### src/dataPath_defines.svh
`ifndef DATAPATH_DEFINES_SVH
`define DATAPATH_DEFINES_SVH

// Data word width.
`define WORD_W 32

// Word memory geometry.
`define MEM_DEPTH 2048
`define MEM_ADDR_W 11

// Register file geometry.
`define REG_COUNT 32
`define REG_SEL_W 5

// Width of the ALU operation select.
`define ALU_CTRL_W 3

`endif
### src/registerFile.sv
`timescale 1ns/10ps
`include "dataPath_defines.svh"

module registerFile (
	input  logic                  clk,
	input  logic                  rst,
	input  logic [`REG_SEL_W-1:0] selA,
	input  logic [`REG_SEL_W-1:0] selB,
	input  logic                  writeEn,
	input  logic [`REG_SEL_W-1:0] writeSel,
	input  logic [`WORD_W-1:0]    writeData,
	output logic [`WORD_W-1:0]    busA,
	output logic [`WORD_W-1:0]    busB
);

	logic [`WORD_W-1:0] regs [`REG_COUNT];

	always_ff @(posedge clk) begin
		if (rst) begin
			for (int i = 0; i < `REG_COUNT; i++) begin
				regs[i] <= '0;
			end
		end else if (writeEn && writeSel != '0) begin
			regs[writeSel] <= writeData; // Register 0 is never written.
		end
	end

	// Register 0 reads as zero.
	assign busA = (selA == '0) ? '0 : regs[selA];
	assign busB = (selB == '0) ? '0 : regs[selB];

endmodule

### config.mk
export PLATFORM = sky130hd
export DESIGN_NAME = registerFile
export DESIGN_NICKNAME = d
export VERILOG_FILES = /design/src/registerFile.sv
export VERILOG_INCLUDE_DIRS = /design/src
export SDC_FILE = /design/constraint.sdc
export NUM_CORES = 2
export LEC_CHECK = 0
export BUFFER_PORTS_ARGS = -buffer_cell sky130_fd_sc_hd__clkbuf_2
export CORE_ASPECT_RATIO = 1.25
export CORE_UTILIZATION = 55
export CTS_BUF_LIST = sky130_fd_sc_hd__clkbuf_8
export DETAILED_ROUTE_END_ITERATION = 16
export PLACE_DENSITY = 0.74
export SYNTH_ARGS = -nofsm -noshare
export SYNTH_HDL_FRONTEND = slang
export SYNTH_SLANG_ARGS = --single-unit
### constraint.sdc
create_clock -name clk -period 2.36 [get_ports clk]
set_input_delay 0.354 -clock clk [delete_from_list [all_inputs] [get_ports clk]]
set_output_delay 0.354 -clock clk [all_outputs]
set_load 0.05 [all_outputs]
==> impl_results.md <==
* Ratio of cells with drive above 1 in the final layout at 0.402
* Iteration-0 DRC count of the detailed router at 5319
* Remaining Overflow, GRT at 0
* Period minus WS final at 3230 ps
* Number of standard-cell rows in the floorplan at 128
* Total power after layout at 0.0442 W
* Number of iterations in the first detailed-routing pass at 5
* Post-route standard cell area excluding fillers at 66900 um^2
* Number of I/O port buffers at 113
* Cell area after synthesis at 54300 um^2
* Outcome: finished, violations left
* Overall die height at 353 um
* Asr flop ratio synth at 0
* Horizontal die dimension at 283 um
* Maximum capacitance violations at 0
* Gate family responsible for the most delay along the worst path: multiplexers
* Biggest registers after layout: regs (1024)
* Placement Setup Slack at -644 ps
* # fillers at 6276
* Data required time at the worst endpoint at 2010 ps
* Multi-input gate area at 24700 um^2
* Drt total wl at 179000 um
* Routed WL per cell at 33.4 um
* Area growth from synthesis to layout at 23.2%
* Starting Density at 0.556
* Synthesized area per cell at 15.5 um^2
* Routability congestion estimate from global placement at 0.902
* Detail-routed via count per cell at 6.78
* Number of antenna-violating nets in the routed design at 0
* Detailed-route DRC error count at 0
* Most common flop cell mapped by yosys: edfxtp_1
* Synth Warn # at 0
* Largest register by flop count: regs
* Number of flip-flops in the largest register at 1024
* Vias in the first global route at 37800
* Post-layout nets at 3968
* Most common cell type on the critical path: mux4_2
* Crit-path slowest cell: mux4_2
* Max-slew headroom at the worst pin at 0.292
* Core ar. at 97500 um^2
* Count of H-tree levels built during CTS at 4
* Number of storage elements in the synthesis netlist at 1024
* Path category of the worst min-delay check: input port to flip-flop
* First-pass GRT wire length at 255000 um
* Clk buf depth at 3
* Register area at 30700 um^2
* Final hold violation count at 0
* Endpoint kind of the worst setup timing path: primary output
* Final setup viols at 64
* Type of the setup path with the least slack: flip-flop to primary output
* CP max stage delay at 580 ps
* Initial antenna violation count at 10
* Hold Path Stages at 2
* Sum of buffers and inverters on the critical path at 1
* Setup repair after global routing missed its margin: yes
* Number of top-level design ports at 114
* Transition time of the tightest slew-check pin at 1060 ps
* Fraction of the cycle the final worst path needs at 1.37
* Number of sinks driven by the clock tree at 1024
* Overall Global Routing Usage at 0.361
* Max Transition Viols Final at 0
* Sequence of cells on the critical path: mux4_2 > mux4_2 > o22ai_4 > nor3_4 > buf_8
* Distinct cell type count after synthesis at 42
* Sequential element share of the synthesized area at 0.567
* Dpl cell area at 62100 um^2
* VDD IR max at 0.000414 V
* Clock slew at the register clock pins of the worst setup and hold paths at 60 ps
* CTS tree: done
* Worst EP arrival at 2870 ps
* Clock buffers created by TritonCTS at 158
* Crit-path max FO at 2
* Total Die Area at 99900 um^2
* Fin worst setup slack at -867 ps
* Clock tree root driver cell: clkbuf_8
* Number of enable flip-flop cells after synthesis at 1024
* Crit path launch type: flip-flop
* Number of logic stages on the critical path including buffering at 5
* Via count at 36300
* Syn Inst Count at 3502
* LEAKAGE at 23.8 nW
* Violations in the final reports: setup timing
* Largest net degree at the start of global routing at 64
* Areal power density over the cells at 662 nW/um^2
* Half-perimeter wire length of the detailed placement result at 118000 um
* Max Clk Rate at 0.310 GHz
-- what timing repair did --
item / 4_1_cts / 5_1_grt
hold buffers: 0 / 0
pin swaps: 139 / 21
endpoints found under the setup margin: 64 / 64
cloned: 0 / 0
buffers inserted: 26 / 5
gates resized for setup: 219 / 71
-- power by group --
| group | switching, W | internal, W | leakage [nW] | total [W] |
|---|---|---|---|---|
| logic | 0.00423 | 0.00358 | 12.3 | 0.00782 |
| registers | 0.000569 | 0.0210 | 9.75 | 0.0216 |
| clock network | 0.00713 | 0.00771 | 1.72 | 0.0148 |
-- final timing paths --
path,startpoint,endpoint,slack (ps)
max,regs[22][12],busA[12],-870
min,writeData[20],regs[12][20],190
-- cell usage after synthesis (2+ instances only) --
cell type / instances / area [um^2]
a2111oi_0: 14 / 123
a2111oi_1: 41 / 410
a211oi_1: 7 / 52.6
a21oi_1: 12 / 60.1
a221o_1: 2 / 20.0
a221oi_1: 4 / 35.0
a22o_1: 51 / 447
a22oi_1: 16 / 120
a32o_1: 4 / 40.0
and2_1: 995 / 6220
and3_1: 3 / 18.8
buf_1: 11 / 41.3
buf_2: 46 / 230
buf_4: 38 / 285
buf_6: 21 / 236
clkbuf_1: 271 / 1020
edfxtp_1: 1024 / 30700
inv_1: 2 / 7.51
mux2_2: 30 / 338
mux2i_1: 150 / 1500
mux4_2: 472 / 10600
nand2_1: 7 / 26.3
nand2b_1: 5 / 31.3
nand3_1: 5 / 25.0
nand3b_1: 5 / 37.5
nand4bb_1: 2 / 22.5
nor2_1: 36 / 135
nor2b_1: 14 / 87.6
nor3_1: 54 / 270
nor4_1: 6 / 37.5
nor4b_1: 2 / 17.5
o21ai_0: 4 / 20.0
o22ai_1: 103 / 644
or2_2: 33 / 206
or3_1: 2 / 12.5
or3b_2: 4 / 35.0
-- layer usage --
| layer | vias to the layer above | track usage | wire, um |
|---|---|---|---|
| met2 | 2650 | 0.588 | 87700 |
| li1 | 14500 | - | - |
| met5 | - | 0 | 12 |
| met1 | 18400 | 0.439 | 59900 |
| met4 | 2 | 0.207 | 11200 |
| met3 | 705 | 0.0899 | 19900 |
-- logic make-up (layout without fill, tap and decap cells) --
group	Yosys count	after routing	share of synthesized area
other cells	1	38	0.0000691
buf+inv	389	898	0.0335
flops	1024	1024	0.567
compound gates	259	259	0.0365
mux	652	652	0.230
simple gates	1177	1177	0.133
-- cells in the final DEF (no fill, tap or decap), types with 14 or more instances in the layout --
cell and count:
edfxtp_1 1024, and2_1 994, mux4_2 472, buf_4 360
clkbuf_8 169, mux2i_1 141, buf_12 139, buf_8 57
nor3_4 54, a2111oi_4 53, o22ai_1 53, clkbuf_2 41
inv_1 40, clkinv_1 38, or2_2 33, conb_1 32
o22ai_4 31, mux2_2 30, a22o_1 30, clkinv_2 24
a22o_4 21, o22ai_2 19, nor2_2 18, nor2_4 14
-- layout make-up --
class                   count  area share
flip-flops and latches   1024       0.460
multi-input cells        2120       0.369
repair buffers            612       0.101
clock buffers             166      0.0342
well taps                1300      0.0243
clock inverters           118      0.0117
diodes                      6    0.000225
inverters                   2    0.000112
-- per-stage QoR --
stage	instances	TNS (ps)	hold WS, ps	util
after global routing	5348	-48740	192	0.686
final	5348	-43940	188	0.686
after detailed placement	5028	-32250	1050	0.637
after CTS	5337	-47370	109	0.683
after floorplan	3533	-611	552	-
after global placement	5028	-30640	1030	0.637
Power figures use the tool's default switching activity.
