[src/dataPath_defines.svh]
`ifndef DATAPATH_DEFINES_SVH
`define DATAPATH_DEFINES_SVH

// Data word width.
`define WORD_W 32

// Word memory geometry.
`define MEM_DEPTH 2048
`define MEM_ADDR_W 11

// Register file geometry.
`define REG_COUNT 32
`define REG_SEL_W 5

// Width of the ALU operation select.
`define ALU_CTRL_W 3

`endif
[src/dataPathPkg.sv]
`include "dataPath_defines.svh"

package dataPathPkg;

	typedef enum logic [1:0] {
		CMD_MEMWRITE = 2'd0, // Write cmd.data into memory.
		CMD_LOAD     = 2'd1, // Memory word into a register.
		CMD_STORE    = 2'd2, // Register into memory.
		CMD_ALU      = 2'd3  // Register op register into a register.
	} cmdOp;

	typedef enum logic [`ALU_CTRL_W-1:0] {
		ALU_ADD   = 3'd0,
		ALU_SUB   = 3'd1,
		ALU_AND   = 3'd2,
		ALU_OR    = 3'd3,
		ALU_XOR   = 3'd4,
		ALU_SLT   = 3'd5, // Signed compare, result is 1 or 0.
		ALU_PASSA = 3'd6,
		ALU_PASSB = 3'd7
	} aluOp;

	typedef enum logic [1:0] {
		SEQ_IDLE      = 2'd0,
		SEQ_READ      = 2'd1,
		SEQ_WRITEBACK = 2'd2,
		SEQ_DONE      = 2'd3
	} seqState;

	typedef struct packed {
		cmdOp                  op;
		aluOp                  fn;
		logic [`MEM_ADDR_W-1:0] addr;
		logic [`REG_SEL_W-1:0]  srcA;
		logic [`REG_SEL_W-1:0]  srcB;
		logic [`REG_SEL_W-1:0]  dest;
		logic [`WORD_W-1:0]     data;
	} dpCommand;

	typedef struct packed {
		logic zero;
		logic negative;
		logic carryOut;
		logic overflow;
	} aluFlags;

endpackage

[src/alu.sv]
`timescale 1ns/10ps
`include "dataPath_defines.svh"

module alu (
	input  logic [`WORD_W-1:0] a,
	input  logic [`WORD_W-1:0] b,
	input  dataPathPkg::aluOp  ctrl,
	output logic [`WORD_W-1:0] y,
	output dataPathPkg::aluFlags flags
);

	logic               subtract;
	logic [`WORD_W-1:0] bOperand;
	logic [`WORD_W:0]   sum;
	logic               signedOvf;

	// One adder serves add, subtract and the signed compare.
	assign subtract = (ctrl == dataPathPkg::ALU_SUB) || (ctrl == dataPathPkg::ALU_SLT);
	assign bOperand = subtract ? ~b : b;
	assign sum = {1'b0, a} + {1'b0, bOperand} + {{`WORD_W{1'b0}}, subtract};

	// Overflow when both inputs share a sign that the sum does not.
	assign signedOvf = (a[`WORD_W-1] == bOperand[`WORD_W-1])
		&& (sum[`WORD_W-1] != a[`WORD_W-1]);

	always_comb begin
		y = '0;
		flags = '0;
		case (ctrl)
			dataPathPkg::ALU_ADD, dataPathPkg::ALU_SUB: begin
				y = sum[`WORD_W-1:0];
				flags.carryOut = sum[`WORD_W]; // On subtract this is 1 when no borrow.
				flags.overflow = signedOvf;
			end
			dataPathPkg::ALU_AND: y = a & b;
			dataPathPkg::ALU_OR: y = a | b;
			dataPathPkg::ALU_XOR: y = a ^ b;
			dataPathPkg::ALU_SLT: begin
				y = {{(`WORD_W-1){1'b0}}, sum[`WORD_W-1] ^ signedOvf};
			end
			dataPathPkg::ALU_PASSA: y = a;
			dataPathPkg::ALU_PASSB: y = b;
			default: y = '0;
		endcase
		flags.zero = (y == '0);
		flags.negative = y[`WORD_W-1];
	end

endmodule

[config.mk]
export PLATFORM = sky130hd
export DESIGN_NAME = alu
export DESIGN_NICKNAME = d
export VERILOG_FILES = /design/src/dataPathPkg.sv /design/src/alu.sv
export VERILOG_INCLUDE_DIRS = /design/src
export SDC_FILE = /design/constraint.sdc
export NUM_CORES = 1
export LEC_CHECK = 0
export ABC_AREA = 0
export BUFFER_PORTS_ARGS = -buffer_cell sky130_fd_sc_hd__buf_4
export CAP_MARGIN = 20
export CORE_MARGIN = 2
export CORE_UTILIZATION = 59
export DETAILED_ROUTE_END_ITERATION = 8
export PLACE_DENSITY = 0.85
export SLEW_MARGIN = 20
export SYNTH_ARGS = -nofsm -noshare
export SYNTH_HDL_FRONTEND = slang
export SYNTH_SLANG_ARGS = --single-unit
[constraint.sdc]
create_clock -name vclk -period 4.9
set_input_delay 0 -clock vclk [all_inputs]
set_output_delay 0 -clock vclk [all_outputs]
set_load 0.005 [all_outputs]
==> flow_summary.yaml <==
cells_and_area:
  diodes: 0
  regArea_um2: 0
  clock_buffers: 0
  drive_above_1_share_pct: 16.94
  fin_cells: 881
  design.seq.count: 0
  final_common_cell: "buf_4"
  area_growth_pct: 16.25
  finalCoreUtilization_pct: 71.67
  fin_nets: 945
  final_cell_mix: "buf_4 (112), ha_1 (96), inv_1 (80)"
hold_path:
  hold_path_class: "in -> out"
global_routing:
  antenna_found_initial: 0
  grt_pass1_wl_mm: 24.90
  grt_pass1_vias: 5187
  grt_overflow: 0
  grt_use_total_pct: 34.11
  grt_max_degree: 48
setup_path:
  end_kind: "output pin"
  cp_max_fo: 46
  path_delay_family: "simple AND/OR/NAND/NOR gates"
  required_ns: 4.90
  cp_num_buf_inv: 3
  crit_path_cell_trace: "buf_4, buf_4, nor3b_1, nor2_1, fa_1, nor2b_1, o21a_1, o21ai_0, a31o_1, or4_1, nor4_1, nor4b_1, nand4b_1, nor4_1, and4b_1, buf_4"
  crit_slowest_cell: "nor4b_1"
  crit_type: "in -> out"
  crit_top_cell: "buf_4"
  startpoint_type: "input port"
  cp_slowest_stage_delay_ns: 0.47
  arrival_ns: 4.43
routing:
  final_antenna_net_count: 0
  route.detailed.drc: 0
  dr_total_vias: 5590
  via_per_inst: 6.345
  first_pass_iters: 6
  drt-total-wl_mm: 15.40
  drtIter0Drc: 508
  wire_per_inst_um: 17.48
place:
  place_congestion: 1.032
  io_buffers: 103
  place_ws_ns: 0.6461
  dp.cells: 881
  dp_hpwl_mm: 12.00
floorplanning:
  die-area_um2: 8897
  initial_utilization_pct: 61.65
  chipHeight_um: 94.33
  die_w_um: 94.33
  rows: 32
  pin_count: 103
  core_area_um2: 7807
timing:
  drv_slew: 0
  max_freq_ghz: 0.2256
  fin_setup_tns_ns: 0
  max_slew_margin_pct: 45.45
  worstMarginPinSlew_ns: 0.7976
  period_minus_slack_ns: 4.432
  rsz0062_at_grt: "no"
  finalCritPeriodShare_pct: 90.44
  worst_slack_ns: 0.4683
  setup_violations: 0
  hold_viol: 0
synthesis:
  netlist_area_um2: 4813
  synth_cell_types: 68
  yosys_warnings: 0
  synth.avg_cell_area_um2: 6.760
  yosysSeqAreaShare_pct: 0
  syn-instance-count: 712
  syn_nets: 876
clock_tree:
  cts_hold_buf: 0
  cts_post_setup_buffers_inserted: 0
  post_cts_resized: 0
pwr:
  power_density_nw_per_um2: 141.4
  leakage_uw: 0.002805
  power.total_uw: 791.5
  irDropWorstVdd_v: 0.00008574
run:
  cap_violations: 0
status:
  outcome: "finished, final reports clean"
stage by stage:
step | cell area [um^2] | hold WS [ns]
after CTS | 5595 | 0.4000
after global placement | 5595 | 0.3998
final | 5595 | 0.4065
after detailed placement | 5595 | 0.3996
after floorplan | 4813 | 0.1371
after global routing | 5595 | 0.4247
final cells by class:
cell class	count	area [um^2]
well taps	102	127.6
fillers	673	2212
inverters	81	304.0
multi-input cells	586	4323
repair buffers	112	840.8
path summary, 6_finish.rpt:
check                  end    start  slack (ns)  cells past startpoint
setup / recovery  flags[3]  ctrl[0]        0.47                     16
hold / removal    flags[0]    a[31]        0.41                      4
synthesized netlist by cell type, types with 3 or more instances:
cell type  instances  area (um^2)
o221ai_1           6        52.55
a22oi_1            8        60.06
mux2i_1           19        190.2
mux2_2             7        78.83
o211ai_1           3        22.52
inv_1             80        300.3
a21o_1            10        75.07
or4_1              3        22.52
ha_1              96         1201
a21oi_1           67        335.3
buf_2              7        35.03
xor2_1             9        78.83
nor3_1            10        50.05
xnor2_1           44        385.4
o22ai_1            9        56.30
nand2_1           64        240.2
nor3b_1            3        22.52
nor2_1            59        221.5
nand3_1           12        60.06
clkbuf_1          24        90.09
or3_1              5        31.28
a311oi_1           3        26.28
nor2b_1            5        31.28
a211oi_1           5        37.54
o21a_1             4        30.03
mux4_2             6        135.1
nand4_1           10        62.56
o21bai_1           5        37.54
buf_1             12        45.04
and3_1             4        25.02
a31oi_1           13        81.33
o21ai_1            4        20.02
a221oi_1           6        52.55
o21ai_0           50        250.2
a221o_1            3        30.03
kinds of logic after synthesis:
kind of cell | count (synthesis) | synth area share (%)
multiplexers | 32 | 8.396
adder cells (fa/ha/maj) | 97 | 25.37
AND/OR/NAND/NOR | 187 | 17.81
AO/OA/AOI/OAI | 217 | 28.54
XOR/XNOR | 53 | 9.644
buffers and inverters | 126 | 10.24
report_power, final:
part	leakage [uW]	total [uW]	internal (uW)	switching, uW
combinational	0.00281	791	347	445
sequential	0	0	0	0
clock	0	0	0	0
routing by layer:
metal	routed length, um	GRT usage (%)	share of wire, %	vias to the layer above
met3	1709	3.933	11	30
met1	6671	48.05	43	2588
li1	-	-	-	2656
met2	6761	56.37	44	316
met4	257	6.401	1.7	0
met5	0	0	0	-
tightest hold or removal path: cells and delay by family:
family | cells | cell delay (ns)
buf+inv | 2 | 0.25
xor+xnor | 1 | 0.11
simple gates | 1 | 0.05
No activity file was read; power rests on OpenSTA's default activity.
