===== config.mk =====
export PLATFORM = sky130hd
export DESIGN_NAME = sequencer
export DESIGN_NICKNAME = d
export VERILOG_FILES = /design/src/dataPathPkg.sv /design/src/sequencer.sv
export VERILOG_INCLUDE_DIRS = /design/src
export SDC_FILE = /design/constraint.sdc
export NUM_CORES = 1
export LEC_CHECK = 0
export ABC_AREA = 1
export BUFFER_PORTS_ARGS = -buffer_cell sky130_fd_sc_hd__buf_2
export CORE_MARGIN = 10
export CORE_UTILIZATION = 30
export CTS_CLUSTER_DIAMETER = 30
export DETAILED_ROUTE_END_ITERATION = 10
export MAX_ROUTING_LAYER = met4
export PLACE_DENSITY_LB_ADDON = 0.12
export SLEW_MARGIN = 10
export SYNTH_ARGS = -nofsm -noshare
export SYNTH_HDL_FRONTEND = slang
export SYNTH_SLANG_ARGS = --single-unit

===== constraint.sdc =====
create_clock -name clk -period 1.9 [get_ports clk]
set_input_delay 0.095 -clock clk [delete_from_list [all_inputs] [get_ports clk]]
set_output_delay 0.095 -clock clk [all_outputs]
set_load 0.01 [all_outputs]

===== src/dataPath_defines.svh =====
`ifndef DATAPATH_DEFINES_SVH
`define DATAPATH_DEFINES_SVH

// Data word width.
`define WORD_W 32

// Word memory geometry.
`define MEM_DEPTH 2048
`define MEM_ADDR_W 11

// Register file geometry.
`define REG_COUNT 32
`define REG_SEL_W 5

// Width of the ALU operation select.
`define ALU_CTRL_W 3

`endif

===== src/dataPathPkg.sv =====
`include "dataPath_defines.svh"

package dataPathPkg;

	typedef enum logic [1:0] {
		CMD_MEMWRITE = 2'd0, // Write cmd.data into memory.
		CMD_LOAD     = 2'd1, // Memory word into a register.
		CMD_STORE    = 2'd2, // Register into memory.
		CMD_ALU      = 2'd3  // Register op register into a register.
	} cmdOp;

	typedef enum logic [`ALU_CTRL_W-1:0] {
		ALU_ADD   = 3'd0,
		ALU_SUB   = 3'd1,
		ALU_AND   = 3'd2,
		ALU_OR    = 3'd3,
		ALU_XOR   = 3'd4,
		ALU_SLT   = 3'd5, // Signed compare, result is 1 or 0.
		ALU_PASSA = 3'd6,
		ALU_PASSB = 3'd7
	} aluOp;

	typedef enum logic [1:0] {
		SEQ_IDLE      = 2'd0,
		SEQ_READ      = 2'd1,
		SEQ_WRITEBACK = 2'd2,
		SEQ_DONE      = 2'd3
	} seqState;

	typedef struct packed {
		cmdOp                  op;
		aluOp                  fn;
		logic [`MEM_ADDR_W-1:0] addr;
		logic [`REG_SEL_W-1:0]  srcA;
		logic [`REG_SEL_W-1:0]  srcB;
		logic [`REG_SEL_W-1:0]  dest;
		logic [`WORD_W-1:0]     data;
	} dpCommand;

	typedef struct packed {
		logic zero;
		logic negative;
		logic carryOut;
		logic overflow;
	} aluFlags;

endpackage


===== src/sequencer.sv =====
`timescale 1ns/10ps
`include "dataPath_defines.svh"

module sequencer (
	input  logic                   clk,
	input  logic                   rst,
	input  logic                   cmdValid,
	input  dataPathPkg::dpCommand  cmd,
	output logic                   busy,
	output logic                   done,
	output logic [`WORD_W-1:0]     result,
	output dataPathPkg::aluFlags   flags,
	output logic [`MEM_ADDR_W-1:0] memAddr,
	output logic                   memWrite,
	output logic [`WORD_W-1:0]     memWriteData,
	input  logic [`WORD_W-1:0]     memReadData,
	output logic [`REG_SEL_W-1:0]  selA,
	output logic [`REG_SEL_W-1:0]  selB,
	output dataPathPkg::aluOp      aluCtrl,
	output logic                   regWrite,
	output logic [`REG_SEL_W-1:0]  regWriteSel,
	output logic [`WORD_W-1:0]     regWriteData,
	input  logic [`WORD_W-1:0]     busA,
	input  logic [`WORD_W-1:0]     aluOut,
	input  dataPathPkg::aluFlags   aluFlagsIn
);

	dataPathPkg::seqState  state;
	dataPathPkg::seqState  step;
	dataPathPkg::seqState  stateNext;
	dataPathPkg::dpCommand cmdReg;
	dataPathPkg::dpCommand cur;
	logic                  accept;
	logic                  writing;

	assign busy = (state == dataPathPkg::SEQ_WRITEBACK);
	assign done = (state == dataPathPkg::SEQ_DONE);
	assign accept = cmdValid && !busy;
	assign cur = accept ? cmd : cmdReg; // Fresh command acts in its accept cycle.

	// What the datapath does in this cycle.
	always_comb begin
		if (accept && cmd.op == dataPathPkg::CMD_LOAD) begin
			step = dataPathPkg::SEQ_READ;
		end else if (accept || state == dataPathPkg::SEQ_WRITEBACK) begin
			step = dataPathPkg::SEQ_WRITEBACK;
		end else begin
			step = dataPathPkg::SEQ_IDLE;
		end
	end

	always_comb begin
		case (step)
			dataPathPkg::SEQ_READ: stateNext = dataPathPkg::SEQ_WRITEBACK;
			dataPathPkg::SEQ_WRITEBACK: stateNext = dataPathPkg::SEQ_DONE;
			default: stateNext = dataPathPkg::SEQ_IDLE;
		endcase
	end

	assign writing = (step == dataPathPkg::SEQ_WRITEBACK);

	assign memAddr = cur.addr;
	assign memWrite = writing
		&& (cur.op == dataPathPkg::CMD_MEMWRITE || cur.op == dataPathPkg::CMD_STORE);
	assign memWriteData = (cur.op == dataPathPkg::CMD_STORE) ? busA : cur.data;

	assign selA = cur.srcA;
	assign selB = cur.srcB;
	assign aluCtrl = cur.fn;

	assign regWrite = writing && cur.dest != '0
		&& (cur.op == dataPathPkg::CMD_LOAD || cur.op == dataPathPkg::CMD_ALU);
	assign regWriteSel = cur.dest;
	assign regWriteData = (cur.op == dataPathPkg::CMD_LOAD) ? memReadData : aluOut;

	always_ff @(posedge clk) begin
		if (accept) begin
			cmdReg <= cmd;
		end
	end

	always_ff @(posedge clk) begin
		if (rst) begin
			state <= dataPathPkg::SEQ_IDLE;
			result <= '0;
			flags <= '0;
		end else begin
			state <= stateNext;
			if (writing) begin
				result <= memWrite ? memWriteData : regWriteData;
			end
			if (writing && cur.op == dataPathPkg::CMD_ALU) begin
				flags <= aluFlagsIn; // Flags hold across non-ALU commands.
			end
		end
	end

endmodule


==> load_flow_metrics.sql <==
INSERT INTO impl_metrics (metric_group, metric, value, unit) VALUES
('clocking', 'clockRootBuffer', 'clkbuf_16', ''),
('place', 'dpl.cell_count', '1348', ''),
('job', 'maximum_capacitance_violations', '0', ''),
('global_routing', 'antenna_found_initial', '5', ''),
('critical_path', 'startpoint_type', 'register', ''),
('min_path', 'min-delay-path-class', 'primary input to register', ''),
('logic_synthesis', 'synth_largest_type_area_fraction', '34.8', '%'),
('critical_path', 'worst_ep_arrival_time', '1830', 'ps'),
('logic_synthesis', 'syn_avg_cell_area', '6.92', 'um^2'),
('critical_path', 'worst_setup_path_end_kind', 'output pin', ''),
('timing', 'worst_clock_skew', '9.11', 'ps'),
('place', 'routability_driven_placement_congestion_ratio', '0.863', ''),
('clocking', 'cts.path.max_buffers', '2', ''),
('global_routing', 'globalRouteTotalUtil', '18.1', '%'),
('critical_path', 'crit_required', '1800', 'ps'),
('clocking', 'cts_tree', 'built', ''),
('place', 'place_area', '0.00738', 'mm^2'),
('timing', 'timing.fmax', '518', 'MHz'),
('logic_synthesis', 'yosysTopAreaCell', 'dfxtp_1', ''),
('place', 'dp_hpwl', '18.0', 'mm'),
('floorplan', 'placement_rows', '50', ''),
('logic_synthesis', 'synthDistinctLibCells', '23', ''),
('floorplan', 'starting_utilization_of_the_core_area', '30.7', '%'),
('logic_synthesis', 'number_of_warning_messages_in_the_yosys_log', '0', ''),
('floorplan', 'die_area', '0.0253', 'mm^2'),
('drt', 'detailedRoute.firstPassIterationCount', '4', ''),
('status', 'failed_checks', 'negative hold slack, negative setup slack', ''),
('place', 'io_buffers', '298', ''),
('clocking', 'htreeDepth', '3', ''),
('timing', 'grt_setup_unrepaired', 'true', ''),
('logic_synthesis', 'post_synth_inst_count', '839', ''),
('global_routing', 'grt_overflow', '0', ''),
('logic_synthesis', 'netlist_area', '0.00580', 'mm^2'),
('final_layout', 'areaGrowthSynthToFinish', '56.5', '%'),
('timing', 'timing.final.max_slew_violations', '0', ''),
('critical_path', 'setup.worst_path.class', 'register to output pin', ''),
('final_layout', 'finalInstanceArea', '0.00908', 'mm^2'),
('drt', 'detail_route.wirelength', '23.9', 'mm'),
('timing', 'final_report_hold_violation_count', '2', ''),
('timing', 'tightestPinTransition', '309', 'ps'),
('drt', 'detailroute.via_count', '6183', ''),
('pwr', 'power.ir.vdd_worst', '454', 'uV'),
('clocking', 'cts_num_sinks', '101', ''),
('floorplan', 'die-height', '159', 'um'),
('timing', 'time_the_final_worst_path_needs_with_i_o_delays_and_setup', '1930', 'ps'),
('drt', 'drt-vias-per-instance', '4.28', ''),
('final_layout', 'postLayoutCoreUtil', '48.1', '%'),
('logic_synthesis', 'yosysSeqAreaShare', '34.8', '%'),
('clocking', 'numCtsBuffers', '9', ''),
('global_routing', 'pin_count_of_the_biggest_net_entering_global_routing', '34', ''),
('timing', 'post-route-worst-setup-slack', '-29.2', 'ps'),
('timing', 'setup_viol', '23', ''),
('final_layout', 'post_layout_nonfiller_instances', '1444', ''),
('pwr', 'static-leakage-power', '0.00504', 'uW'),
('final_layout', 'n_fill_cell', '1992', ''),
('floorplan', 'ios', '299', ''),
('final_layout', 'layout-drive-gt1-share', '37.9', '%'),
('timing', 'timing.setup.tns', '-239', 'ps'),
('timing', 'finalCritPeriodShare', '102', '%'),
('drt', 'wl_per_cell', '16.5', 'um'),
('global_routing', 'grt_pass1_vias', '6231', ''),
('floorplan', 'core', '0.0189', 'mm^2'),
('drt', 'drt_iter0_drc', '278', ''),
('status', 'status', 'finished with violations', ''),
('critical_path', 'timing.reg2reg.setup_slack', '70', 'ps'),
('global_routing', 'grt_pass1_wl', '35.7', 'mm'),
('logic_synthesis', 'synthTopCellsByArea', 'dfxtp_1 35%, nand3_1 11%, inv_1 11%', ''),
('drt', 'ant_nets', '0', ''),
('timing', 'max-slew-margin-rel', '79.4', '%'),
('logic_synthesis', 'synthesized_flop_and_latch_total', '101', ''),
('logic_synthesis', 'synth_nets', '1005', ''),
('critical_path', 'worst_path_maximum_fanout', '15', ''),
('clocking', 'worst_skew_pair.late_latency', '350', 'ps'),
('place', 'placement_setup_slack', '173', 'ps'),
('clocking', 'clk_transition_reported_paths', '70', 'ps'),
('floorplan', 'overall_die_width', '159', 'um'),
('final_layout', 'final_nets', '1340', ''),
('drt', 'drc', '0', ''),
('timing', 'fin_worst_hold_slack', '-11.9', 'ps'),
('pwr', 'power.density_cell_area', '826', 'mW/mm^2');
==> metal layers <==
layer / global-route usage (%) / routed length (um) / vias to the layer above
met5: - / 0 / -
met1: 22.1 / 10700 / 2783
met3: 3.80 / 1080 / 22
met4: 5.64 / 403 / 0
li1: - / - / 3206
met2: 29.4 / 11700 / 172
==> area by class of cell <==
type / instances / area (um^2) / share of cell area (%)
timing repair buffer: 395 / 2850 / 31.4
clock buffer: 11 / 243 / 2.67
sequential: 101 / 2020 / 22.3
clock inverter: 5 / 60.1 / 0.661
inverter: 177 / 664 / 7.32
tap: 260 / 325 / 3.58
multi-input combinational: 490 / 2900 / 31.9
antenna: 5 / 12.5 / 0.138
==> sequential cells by signal (all words and copies together) (netlist names) <==
signal and count:
cmdReg 63, flags 4, result 32, state 2
==> stage by stage <==
step | total power [uW] | hold slack, ps
after global placement | 5010 | 299
after global routing | 7970 | 0.528
final | 7500 | -11.9
after CTS | 7340 | 2.79
after detailed placement | 5010 | 306
after floorplan | 4110 | 167
==> cells in the mapped netlist <==
cell	n
inv_1	174
nand2_1	171
nand3_1	132
dfxtp_1	101
and2_1	64
buf_4	46
o21ai_0	39
nand3b_1	33
mux2_2	24
buf_2	16
nor2_1	12
nand2_4	7
buf_6	5
clkbuf_1	3
nand2_2	3
inv_2	2
a21oi_4	1
a41oi_1	1
buf_1	1
clkinv_1	1
nor2_4	1
nor2_8	1
o21ai_1	1
==> worst max-delay path: stages (launching register included) <==
cell and delay, ps:
dfxtp_2 340, inv_2 40, nand2_4 110, nand3_1 180, nand2_8 180, buf_8 170
nand3b_1 110, and2_1 200, buf_2 140
==> cells by family after synthesis <==
family	synth area share [%]
compound gates	3.88
buf+inv	20.0
flops	34.8
mux	4.66
simple gates	36.6
==> where the power goes <==
part	internal, uW	switching (uW)
Clock	1060	865
Sequential	2420	105
Combinational	1460	1590
==> placed cells by master, fill, tap and decap left out, drive strengths merged <==
cell type	instances
buf	336
nand2	181
inv	176
nand3	132
dfxtp	101
and2	64
dlygate4sd3	55
o21ai	40
nand3b	33
mux2	24
nor2	14
clkbuf	14
diode	5
clkinv	4
a21oi	1
a41oi	1
bufinv	1
clkinvlp	1
bufbuf	1
==> path summary, 6_finish.rpt <==
path | from | endpoint | cells after the start
setup / recovery | state[0] | regWriteData[1] | 8
hold / removal | cmd[14] | cmdReg[14] | 3
setup reg to reg | state[0] | result[8] | 14
hold reg to reg | cmdReg[52] | cmdReg[52] | 1
==> repair_timing <==
action,CTS,global route
setup endpoints to repair,85,81
pin swaps,5,2
gates cloned,2,3
resized for setup,87,69
hold endpoints to repair,56,0
hold buffers,55,0
setup buffers,11,4
No activity file was read; power rests on OpenSTA's default activity.
